==> src/source/mem_consts.svh <==
`ifndef MEM_CONSTS_SVH
`define MEM_CONSTS_SVH

// byte address width of the core
`define MEM_ADDR_W 32

// bytes in one instruction or data word
`define MEM_WORD_BYTES 4

// an instruction fetch always reads a full word
`define MEM_FETCH_LEN 4

`endif
==> src/source/memPkg.sv <==
`include "mem_consts.svh"

package memPkg;

    typedef logic [`MEM_ADDR_W-1:0] addrT;
    typedef logic [8*`MEM_WORD_BYTES-1:0] wordT;
    typedef logic [7:0] byteT;

    // legal lengths are 1, 2 and 4
    typedef logic [$clog2(`MEM_WORD_BYTES):0] lenT;
    typedef logic [$clog2(`MEM_WORD_BYTES)-1:0] idxT;

    typedef enum logic [1:0] {
        kindFetch,
        kindLoad,
        kindStore
    } reqKindT;

    // byte engine states
    typedef enum logic [1:0] {
        engIdle,
        engIssue,
        engDrain
    } engStateT;

endpackage

==> src/source/memIfs.sv <==
// decode stage to byte engine
interface memReqIf;
    import memPkg::*;

    logic    start;
    reqKindT kind;
    addrT    addr;
    lenT     len;
    wordT    wdata;
    logic    done;

    modport master (
        output start, kind, addr, len, wdata,
        input  done
    );

    modport slave (
        input  start, kind, addr, len, wdata,
        output done
    );
endinterface

// byte engine to result stage
interface memByteIf;
    import memPkg::*;

    logic    capture;
    reqKindT kind;
    idxT     idx;
    logic    last;
    lenT     len;

    modport master (
        output capture, kind, idx, last, len
    );

    modport slave (
        input  capture, kind, idx, last, len
    );
endinterface

==> src/source/memByteEngine.sv <==
module memByteEngine (
    input  logic         clk,
    input  logic         rst,
    input  logic         rdy,
    input  logic         ioFull,
    memReqIf.slave       req,
    memByteIf.master     byteBus,
    output memPkg::addrT ramAddr,
    output logic         ramWrite,
    output memPkg::byteT ramWdata
);
    import memPkg::*;

    engStateT state;
    reqKindT  kindR;
    addrT     baseR;
    lenT      lenR;
    wordT     wdataR;
    idxT      idx;
    idxT      lastIdx;
    logic     stall;
    logic     issuing;
    logic     isStore;
    logic     atLast;
    logic     storeEnd;
    logic     capReg;
    idxT      capIdx;
    logic     capLast;
    logic     captureOut;
    logic     lastOut;

    assign stall   = !rdy || ioFull;
    assign isStore = (kindR == kindStore);
    assign lastIdx = idxT'(lenR - lenT'(1));
    assign atLast  = (idx == lastIdx);

    // one byte access per non-stalled issue cycle
    assign issuing  = (state == engIssue) && !stall;
    assign storeEnd = issuing && isStore && atLast;

    always_ff @(posedge clk) begin
        if (rst) begin
            state <= engIdle;
        end else begin
            case (state)
                engIdle: begin
                    if (req.start && !stall) begin
                        state <= engIssue;
                    end
                end
                engIssue: begin
                    if (issuing && atLast) begin
                        // reads still have the final byte in flight
                        state <= isStore ? engIdle : engDrain;
                    end
                end
                engDrain: begin
                    state <= engIdle;
                end
                default: begin
                    state <= engIdle;
                end
            endcase
        end
    end

    always_ff @(posedge clk) begin
        if (state == engIdle && req.start && !stall) begin
            kindR  <= req.kind;
            baseR  <= req.addr;
            lenR   <= req.len;
            wdataR <= req.wdata;
            idx    <= '0;
        end else if (issuing && !atLast) begin
            idx <= idx + idxT'(1);
        end
    end

    // read data shows up one cycle behind its address
    always_ff @(posedge clk) begin
        if (rst) begin
            capReg <= 1'b0;
        end else begin
            capReg <= issuing && !isStore;
        end
    end

    always_ff @(posedge clk) begin
        capIdx  <= idx;
        capLast <= atLast;
    end

    assign captureOut = capReg || storeEnd;
    assign lastOut    = capReg ? capLast : storeEnd;

    assign byteBus.capture = captureOut;
    assign byteBus.kind    = kindR;
    assign byteBus.idx     = capIdx;
    assign byteBus.last    = lastOut;
    assign byteBus.len     = lenR;

    assign req.done = captureOut && lastOut;

    assign ramAddr  = baseR + addrT'(idx);
    assign ramWrite = issuing && isStore;
    assign ramWdata = ramWrite ? wdataR[8*idx +: 8] : '0;

endmodule

==> src/source/memReqDecode.sv <==
`include "mem_consts.svh"

module memReqDecode (
    input  logic         clk,
    input  logic         rst,
    input  logic         rdy,
    input  logic         ioFull,
    input  logic         fetchReq,
    input  memPkg::addrT fetchAddr,
    input  logic         dataReq,
    input  logic         dataStore,
    input  memPkg::lenT  dataLen,
    input  memPkg::addrT dataAddr,
    input  memPkg::wordT dataWdata,
    output logic         memBusy,
    memReqIf.master      req
);
    import memPkg::*;

    logic    stall;
    logic    busy;
    logic    startQ;
    reqKindT kindQ;
    addrT    addrQ;
    lenT     lenQ;
    wordT    wdataQ;
    logic    pendFetch;
    addrT    pendAddr;
    logic    acceptData;
    logic    acceptFetch;
    logic    launchPend;

    assign stall = !rdy || ioFull;

    // data wins when both strobe together
    assign acceptData  = !busy && dataReq;
    assign acceptFetch = !busy && fetchReq && !dataReq;
    assign launchPend  = busy && req.done && pendFetch;

    always_ff @(posedge clk) begin
        if (rst) begin
            busy      <= 1'b0;
            startQ    <= 1'b0;
            pendFetch <= 1'b0;
        end else begin
            // start stays up through stalls until the engine can take it
            if (acceptData || acceptFetch || launchPend) begin
                startQ <= 1'b1;
            end else if (!stall) begin
                startQ <= 1'b0;
            end

            if (acceptData || acceptFetch) begin
                busy <= 1'b1;
            end else if (req.done && !pendFetch) begin
                busy <= 1'b0;
            end

            if (acceptData && fetchReq) begin
                pendFetch <= 1'b1;
            end else if (launchPend) begin
                pendFetch <= 1'b0;
            end
        end
    end

    always_ff @(posedge clk) begin
        if (acceptData) begin
            kindQ  <= dataStore ? kindStore : kindLoad;
            addrQ  <= dataAddr;
            lenQ   <= dataLen;
            wdataQ <= dataWdata;
        end else if (acceptFetch || launchPend) begin
            kindQ <= kindFetch;
            addrQ <= acceptFetch ? fetchAddr : pendAddr;
            lenQ  <= lenT'(`MEM_FETCH_LEN);
        end

        // fetch held back behind a data request
        if (acceptData && fetchReq) begin
            pendAddr <= fetchAddr;
        end
    end

    assign req.start = startQ;
    assign req.kind  = kindQ;
    assign req.addr  = addrQ;
    assign req.len   = lenQ;
    assign req.wdata = wdataQ;

    assign memBusy = busy;

endmodule

==> src/source/memResultAssembler.sv <==
module memResultAssembler (
    input  logic         clk,
    input  logic         rst,
    memByteIf.slave      byteBus,
    input  memPkg::byteT ramRdata,
    output logic         fetchDone,
    output logic         dataDone,
    output memPkg::wordT fetchInst,
    output memPkg::wordT dataRdata
);
    import memPkg::*;

    wordT collect;
    wordT merged;
    wordT extended;
    logic isRead;
    logic finish;

    assign isRead = (byteBus.kind != kindStore);
    assign finish = byteBus.capture && byteBus.last;

    // lane fill for every read byte
    always_ff @(posedge clk) begin
        if (byteBus.capture && isRead) begin
            collect[8*byteBus.idx +: 8] <= ramRdata;
        end
    end

    // final byte comes straight off the RAM bus
    always_comb begin
        merged = collect;
        merged[8*byteBus.idx +: 8] = ramRdata;
    end

    // zero-extend to the access length
    always_comb begin
        case (byteBus.len)
            lenT'(1): begin
                extended = wordT'(merged[7:0]);
            end
            lenT'(2): begin
                extended = wordT'(merged[15:0]);
            end
            default: begin
                extended = merged;
            end
        endcase
    end

    always_ff @(posedge clk) begin
        if (rst) begin
            fetchDone <= 1'b0;
            dataDone  <= 1'b0;
        end else begin
            fetchDone <= finish && (byteBus.kind == kindFetch);
            dataDone  <= finish && (byteBus.kind != kindFetch);
        end
    end

    // results held until the next completion of their kind
    always_ff @(posedge clk) begin
        if (finish && byteBus.kind == kindFetch) begin
            fetchInst <= extended;
        end
        if (finish && byteBus.kind == kindLoad) begin
            dataRdata <= extended;
        end
    end

endmodule

==> src/source/memSys.sv <==
module memSys (
    input  logic         clk,
    input  logic         rst,
    input  logic         rdy,
    input  logic         ioFull,

    // instruction fetch
    input  logic         fetchReq,
    input  memPkg::addrT fetchAddr,
    output logic         fetchDone,
    output memPkg::wordT fetchInst,

    // load/store unit
    input  logic         dataReq,
    input  logic         dataStore,
    input  memPkg::lenT  dataLen,
    input  memPkg::addrT dataAddr,
    input  memPkg::wordT dataWdata,
    output logic         dataDone,
    output memPkg::wordT dataRdata,
    output logic         memBusy,

    // byte RAM
    input  memPkg::byteT ramRdata,
    output memPkg::addrT ramAddr,
    output logic         ramWrite,
    output memPkg::byteT ramWdata
);

    memReqIf  reqBus ();
    memByteIf byteBus ();

    memReqDecode decode (
        .clk       (clk),
        .rst       (rst),
        .rdy       (rdy),
        .ioFull    (ioFull),
        .fetchReq  (fetchReq),
        .fetchAddr (fetchAddr),
        .dataReq   (dataReq),
        .dataStore (dataStore),
        .dataLen   (dataLen),
        .dataAddr  (dataAddr),
        .dataWdata (dataWdata),
        .memBusy   (memBusy),
        .req       (reqBus.master)
    );

    memByteEngine engine (
        .clk      (clk),
        .rst      (rst),
        .rdy      (rdy),
        .ioFull   (ioFull),
        .req      (reqBus.slave),
        .byteBus  (byteBus.master),
        .ramAddr  (ramAddr),
        .ramWrite (ramWrite),
        .ramWdata (ramWdata)
    );

    memResultAssembler result (
        .clk       (clk),
        .rst       (rst),
        .byteBus   (byteBus.slave),
        .ramRdata  (ramRdata),
        .fetchDone (fetchDone),
        .dataDone  (dataDone),
        .fetchInst (fetchInst),
        .dataRdata (dataRdata)
    );

endmodule

==> config.mk <==
export PLATFORM = sky130hd
export DESIGN_NAME = memSys
export DESIGN_NICKNAME = d
export VERILOG_FILES = /design/src/source/memPkg.sv /design/src/source/memIfs.sv /design/src/source/memByteEngine.sv /design/src/source/memReqDecode.sv /design/src/source/memResultAssembler.sv /design/src/source/memSys.sv
export VERILOG_INCLUDE_DIRS = /design/src /design/src/source
export SDC_FILE = /design/constraint.sdc
export NUM_CORES = 1
export LEC_CHECK = 0
export BUFFER_PORTS_ARGS = -buffer_cell sky130_fd_sc_hd__buf_4
export CORE_MARGIN = 2
export CORE_UTILIZATION = 55
export CTS_CLUSTER_SIZE = 20
export DETAILED_ROUTE_END_ITERATION = 6
export PLACE_DENSITY = 0.82
export SLEW_MARGIN = 40
export SYNTH_ARGS = -nofsm -noshare
export SYNTH_HDL_FRONTEND = slang
export SYNTH_SLANG_ARGS = --single-unit
export TNS_END_PERCENT = 30
==> constraint.sdc <==
create_clock -name clk -period 5.8 [get_ports clk]
set_clock_uncertainty 0.05 [all_clocks]
set_input_delay 1.16 -clock clk [delete_from_list [all_inputs] [get_ports clk]]
set_output_delay 1.16 -clock clk [all_outputs]
set_load 0.03 [all_outputs]
After elaboration in Yosys (flattened, before gate mapping)
Index checks and enable logic that the tools add are counted.
Cells by class
  $add $sub $neg: 4
  equal/unequal tests: 10
  shifts and indexed selects: 3
  mux-type cells: 22
  reduce and logical (&&, ||, !) cells: 40
Operator list (number)
  32-bit two-way mux: 3
  32-bit case mux with 2 select lines: 1
  5-bit negation with 34-bit output: 1
  8-bit by 34-bit variable shift with 32-bit output (first input constant): 1
  8-bit by 34-bit variable part select with 32-bit output: 1
  32-bit by 2-bit adder with 32-bit output: 1
  32-bit bitwise mux: 1
  32-bit by 6-bit variable part select with 8-bit output: 1
  1-bit logical AND: 21
  2-bit two-way mux: 6
  8-bit two-way mux: 1
  2-bit nonzero test: 4
  1-bit logical NOT: 7
  1-bit two-way mux: 7
  3-bit two-way mux: 2
  2-bit inequality test (second input constant): 3
  1-bit logical OR: 5
  2-bit by 1-bit == test with 1-bit output (second input constant): 2
  2-bit logical NOT: 2
  2-bit case mux with 2 select lines: 1
  3-bit by 1-bit == test with 1-bit output (second input constant): 1
  3-bit by 2-bit == test with 1-bit output (second input constant): 1
  2-bit by 1-bit adder with 2-bit output (second input constant): 1
  2-bit == test: 1
  4 further kinds: 4
Storage, ports and cells
  register bits after elaboration: 279
  output and inout bits: 108
  word-level logic and storage cells: 101

Logic depth before layout (Yosys ltp)
  word-level depth: 13
  mapped depth: 7
  gate-level depth less buffers: 6

Cells and area by module
Synthesis repeated with hierarchy kept, for this count alone.
Unflattened totals
  cell total of the unflattened synthesis: 670
  area total of the unflattened synthesis: 11124.4 µm²
By module, submodules not included
  memReqDecode: instances 1, cells each 206, area an instance 4038.9 µm²
  memResultAssembler: instances 1, cells each 245, area an instance 3698.5 µm²
  memByteEngine: instances 1, cells each 219, area an instance 3387.0 µm²

Worst setup path after synthesis
No wires, ideal clock.
  path kind: input port to flip-flop
  from: input ioFull
  to: register result.fetchInst[0], enable pin
  library setup time: 0.461 ns
  arrival: 4.091 ns
  data required time: 5.289 ns
  path slack: 1.198 ns
  cell stages on the path: 4
  buffers on the path: 0
  cell sequence: nor3b_2 nand3_1 o31a_4 nor3_1
Between the ends
  word-level cells in the longest chain between the ends: 8
RTL lines
  start, declared: line memSys.sv:5  | input logic ioFull,
  1-bit logical OR *: line memByteEngine.sv:32  | assign stall = !rdy || ioFull;
  1-bit logical NOT *: line memByteEngine.sv:38  | assign issuing = (state == engIssue) && !stall;
  1-bit logical AND *: line memByteEngine.sv:38
  1-bit logical AND * (2 in series): line memByteEngine.sv:39  | assign storeEnd = issuing && isStore && atLast;
  1-bit two-way mux or 1-bit logical OR (tied branches): line memByteEngine.sv:94, memByteEngine.sv:93
  1-bit logical AND *: line memResultAssembler.sv:20  | assign finish = byteBus.capture && byteBus.last;
  1-bit logical AND *: line memResultAssembler.sv:62  | if (finish && byteBus.kind == kindFetch) begin
  end signal, assigned: line memResultAssembler.sv:63  | fetchInst <= extended;
  end, declared: line memResultAssembler.sv:8  | output memPkg::wordT fetchInst,
Mark *: on every way between the ends. The rest lies on a longest branch, timed or not.
A chain may end at the register's enable or synchronous reset.

Worst setup path after layout
  from: register engine.idx[1]
  to: output ramAddr[26]
Between the ends
  word-level cells in the longest chain between the ends: 1
RTL lines
  start, declared: line memByteEngine.sv:19  | idxT idx;
  start signal, assigned: line memByteEngine.sv:75  | idx <= idx + idxT'(1);
  32-bit by 2-bit adder with 32-bit output: line memByteEngine.sv:104  | assign ramAddr = baseR + addrT'(idx);
  end, declared: line memSys.sv:25  | output memPkg::addrT ramAddr,
Every way passes these cells.

==> results.env <==
CTS.PATH.MAX_BUFFERS=3
SYNTHESIS.INSTANCES=700
CLOCK_LATENCY_ON_THE_WORST_SKEW_PAIR_NS=0.52
CLOCK_SINKS=279
CTS-BUFFERS-INSERTED=27
YOSYS.AREA_SHARE.SIMPLE_PCT=9.214
FIN_SETUP_TNS_NS=0
USE_MET2_PCT=33.58
HOLDCRITSTARTPOINT='decode.req.addr[0]'
GRT.TOTAL_USAGE_PCT=19.68
SYNTH.CELL_AREA_UM2=10810
TIMING.CRITICAL_PATH.CELLS='inv_1 -> fa_1 -> nor4_4 -> nand3_1 -> xnor2_1 -> buf_4'
CLKSLEWWORSTSETUPHOLDPATHS_NS=0.06
CELL_DEPTH_OF_THE_WORST_HOLD_PATH=0
GRT_PASS1_WL_UM=31550
WORST-SLEW-PIN-TRANSITION_NS=0.7573
YS_FF_LATCH=279
GLOBALPLACE.CONGESTION=0.7925
GRTUSAGEMET1_PCT=25.36
DR.PASS1.ITERS=5
ROOT_BUFFER='sky130_fd_sc_hd__clkbuf_16'
VDD_IR_DROP_MAX_mV=0.2479
YOSYS.CELL_TYPES.COUNT=47
CRITICALPATHCATEGORY='flip-flop to output pin'
DRT_FIRST_ITER_VIOLATIONS=408
POST_CTS_RESIZE_COUNT=0
MAX_FREQ_MHz=222.8
TOP_CELLS_BY_INSTANCE_COUNT_AFTER_SYNTHESIS='sky130_fd_sc_hd__edfxtp_1 (266), sky130_fd_sc_hd__nand2_1 (84), sky130_fd_sc_hd__o21ai_0 (44)'
POSTCTSHOLDBUFS=0
CP_SLOWEST_STAGE_DELAY_NS=0.74
DETAIL_ROUTE.DRC_VIOLATIONS=0
CTSHTREEMAXLEVEL=1
CRITICAL_PATH.STARTPOINT_TYPE='flip-flop'
YS.FLOP_TYPE='sky130_fd_sc_hd__edfxtp_1'
FINAL_REPORT_SETUP_VIOLATION_COUNT=0
SYNTH_LARGEST_AREA_CELL='sky130_fd_sc_hd__edfxtp_1'
SHARE_OF_CELLS_ABOVE_DRIVE_STRENGTH_1_PCT=31.45
GRT_MOST_USED_LAYER='met2'
FIN_CRIT_SHARE_PCT=77.39
CP_DATA_ARRIVAL_TIME_NS=3.28
REQUIRED_NS=4.59
DESIGN.FINAL.NETS=1057
AVGROUTEDWIREPERCELL_UM=17.10
LEADING_CELL_TYPES_BY_TOTAL_AREA_AFTER_SYNTHESIS='sky130_fd_sc_hd__edfxtp_1 (74%), sky130_fd_sc_hd__nand2_1 (2.9%), sky130_fd_sc_hd__dfxtp_1 (2.4%), sky130_fd_sc_hd__xnor2_1 (2.3%), sky130_fd_sc_hd__a22oi_1 (2.2%)'
TIMING.RR.END='result.dataRdata[13]'
HP-CLASS='flip-flop to flip-flop'
STARTPOINT_OF_THE_WORST_SLACK_REG_TO_REG_TIMING_PATH='engine.state[1]'
FIN_WS_NS=1.312
YOSYS-MUX-AREA-FRACTION_PCT=1.759
CAP_VIOL_MAX_COUNT=0
MAPPEDNETLISTNETS=824
FINALHOLDVIOLCOUNT=0
SYNTH_XOR_XNOR_AREA_SHARE_PCT=2.593
ROUTE.ANTENNA.REMAINING_NETS=0
POST_ROUTE_MINIMUM_PERIOD_NS=4.488
WORST_HOLD_ENDPOINT='engine.baseR[0]'
DIE_X_UM=144.2
GRT_OVERFLOW_TOTAL=0
DIE_H_UM=144.2
NUMBER_OF_ANTENNA_VIOLATIONS_AT_THE_FIRST_CHECK_IN_GLOBAL_ROUTING=0
CELLLEAKAGEPOWER_nW=5.125
DP_HPWL_UM=14550
CTS_SETUP_BUFFERS=0
VIA_PER_INST=5.264
AREA_GROWTH_SYN_TO_LAYOUT_PCT=27.25
GRT_START_MAX_NET_PINS=55
CRIT_SLOWEST_CELL='sky130_fd_sc_hd__dfxtp_1'
CORE.ROWCOUNT=51
YOSYSMOSTFREQUENTCELL='sky130_fd_sc_hd__edfxtp_1'
SHARE_OF_THE_SYNTHESIZED_AREA_IN_COMPOUND_GATES_AO_OA_AOI_OAI_PCT=6.552
CP_MAX_FO=14
FIRST_GLOBAL_VIAS=6165
DR_TOTAL_VIAS=6417
POST_SYNTHESIS_SEQUENTIAL_AREA_RATIO_PCT=76.31
ROUTED_WL_UM=20840
CRITICAL-PATH-TOP-DELAY-FAMILY='simple AND/OR/NAND/NOR gates'
SYNTH_TOP_FAMILY_BY_AREA='simple AND/OR/NAND/NOR gates'
CRIT_PATH_END_KIND='output pin'
CP_NUM_BUF_INV=2
SYNTH_TOP_AREA_SHARE_PCT=73.90
POWER.DENSITY_nW_PER_UM2=320.1
R2R_SLACK_NS=2.65
REG2REGPATHDEPTH=5
RUN_STATUS='complete, no violations'
FLOORPLAN.DIE_AREA_UM2=20790
CLOCK_TREE_FROM_TRITONCTS='built'
INSERTEDDIODECOUNT=0
AVGSYNTHCELLAREA_UM2=15.44
GRT_SETUP_UNREPAIRED='no'
REPORT.FINAL.SLEW_VIOL_COUNT=0
RELSLEWSLACK_PCT=48.79
SYNTHESIS.YOSYS.WARNINGS=0
NUM_IO_PINS=222
GRTUSAGEMET3_PCT=5.199
CORE-AREA_UM2=19400
ASR_FLOP_RATIO_SYNTH_PCT=0
BUFFER_PORTS.INSERTED=221
DP_WORST_SETUP_SLACK_NS=1.784
SYNTHADDERAREAFRAC_PCT=1.227
SYNTH_ENABLE_FLOP_CELLS=266
START_UTIL_PCT=55.72
[metrics by stage]
stage                     instances  utilization, %  total power [mW]  instance area (um^2)  hold slack (ns)
after floorplan                 700               -             2.629                 10810           0.3434
after global placement         1165           65.90             2.777                 12780           0.3507
after detailed placement       1168           66.44             2.807                 12890           0.3545
after CTS                      1218           70.80             4.440                 13730           0.3648
after global routing           1219           70.90             4.559                 13750           0.3660
final                          1219           70.90             4.403                 13750           0.3632
[registers in the layout (all words and copies together) (netlist names), 2 cells and up]
| signal | cells |
|---|---|
| engine.byteBus.idx | 2 |
| engine.byteBus.kind | 2 |
| decode.req.addr | 32 |
| engine.wdataR | 32 |
| engine.byteBus.len | 3 |
| engine.state | 2 |
| result.dataRdata | 32 |
| engine.baseR | 32 |
| engine.idx | 2 |
| decode.req.wdata | 32 |
| decode.req.len | 3 |
| result.collect | 32 |
| result.fetchInst | 32 |
| decode.req.kind | 2 |
| decode.pendAddr | 32 |
[cells in the final DEF (no fill, tap or decap), types with 9 or more instances in the layout]
cell type / n
sky130_fd_sc_hd__a21oi_1: 10
sky130_fd_sc_hd__a22oi_1: 32
sky130_fd_sc_hd__buf_4: 229
sky130_fd_sc_hd__clkbuf_16: 27
sky130_fd_sc_hd__dfxtp_1: 13
sky130_fd_sc_hd__edfxtp_1: 266
sky130_fd_sc_hd__ha_1: 9
sky130_fd_sc_hd__inv_1: 36
sky130_fd_sc_hd__nand2_1: 84
sky130_fd_sc_hd__nand2b_1: 11
sky130_fd_sc_hd__nand3_1: 12
sky130_fd_sc_hd__nand4_1: 9
sky130_fd_sc_hd__nor2_1: 11
sky130_fd_sc_hd__nor2b_1: 24
sky130_fd_sc_hd__o21ai_0: 44
sky130_fd_sc_hd__o21ai_1: 16
sky130_fd_sc_hd__xnor2_1: 28
[power by group]
part           leakage (nW)  internal, mW  switching [mW]
Sequential             2.57          2.33          0.0335
Clock                 0.410         0.954           0.683
Combinational          2.14         0.171           0.231
[cell type report]
cell class / count / area (um^2)
sequential: 279 / 8248
fill: 1301 / 5644
multi-input combinational: 356 / 2385
timing repair buffer: 233 / 1809
clock buffer: 39 / 760.7
tap: 265 / 331.6
inverter: 36 / 135.1
clock inverter: 11 / 85.08
[worst max-delay path by stage]
stage | startpoint | endpoint | slack [ns] | depth (start not counted)
after floorplan | ioFull | result.fetchInst[0] | 1.20 | 4
after global placement | engine.idx[1] | ramAddr[20] | 1.59 | 6
after detailed placement | ioFull | result.dataRdata[9] | 1.78 | 6
after CTS | engine.idx[1] | ramAddr[26] | 1.30 | 6
after global routing | engine.idx[1] | ramAddr[20] | 1.03 | 6
final | engine.idx[1] | ramAddr[26] | 1.31 | 6
[routing by layer]
layer / vias to the layer above / share of wire [%] / wire length, um
li1: 3063 / - / -
met1: 3063 / 39 / 8202
met2: 257 / 50 / 10390
met3: 34 / 8.4 / 1747
met4: 0 / 2.4 / 498
met5: - / 0 / 0
[cells by family (layout without fill, tap and decap cells)]
kind of cell	after synthesis	in the layout
mux	9	9
simple gates	190	190
buf+inv	65	319
compound gates	115	115
fa+ha+maj	10	10
flops	279	279
xor+xnor	32	32
Note: power is estimated with default switching activity, not from simulation.
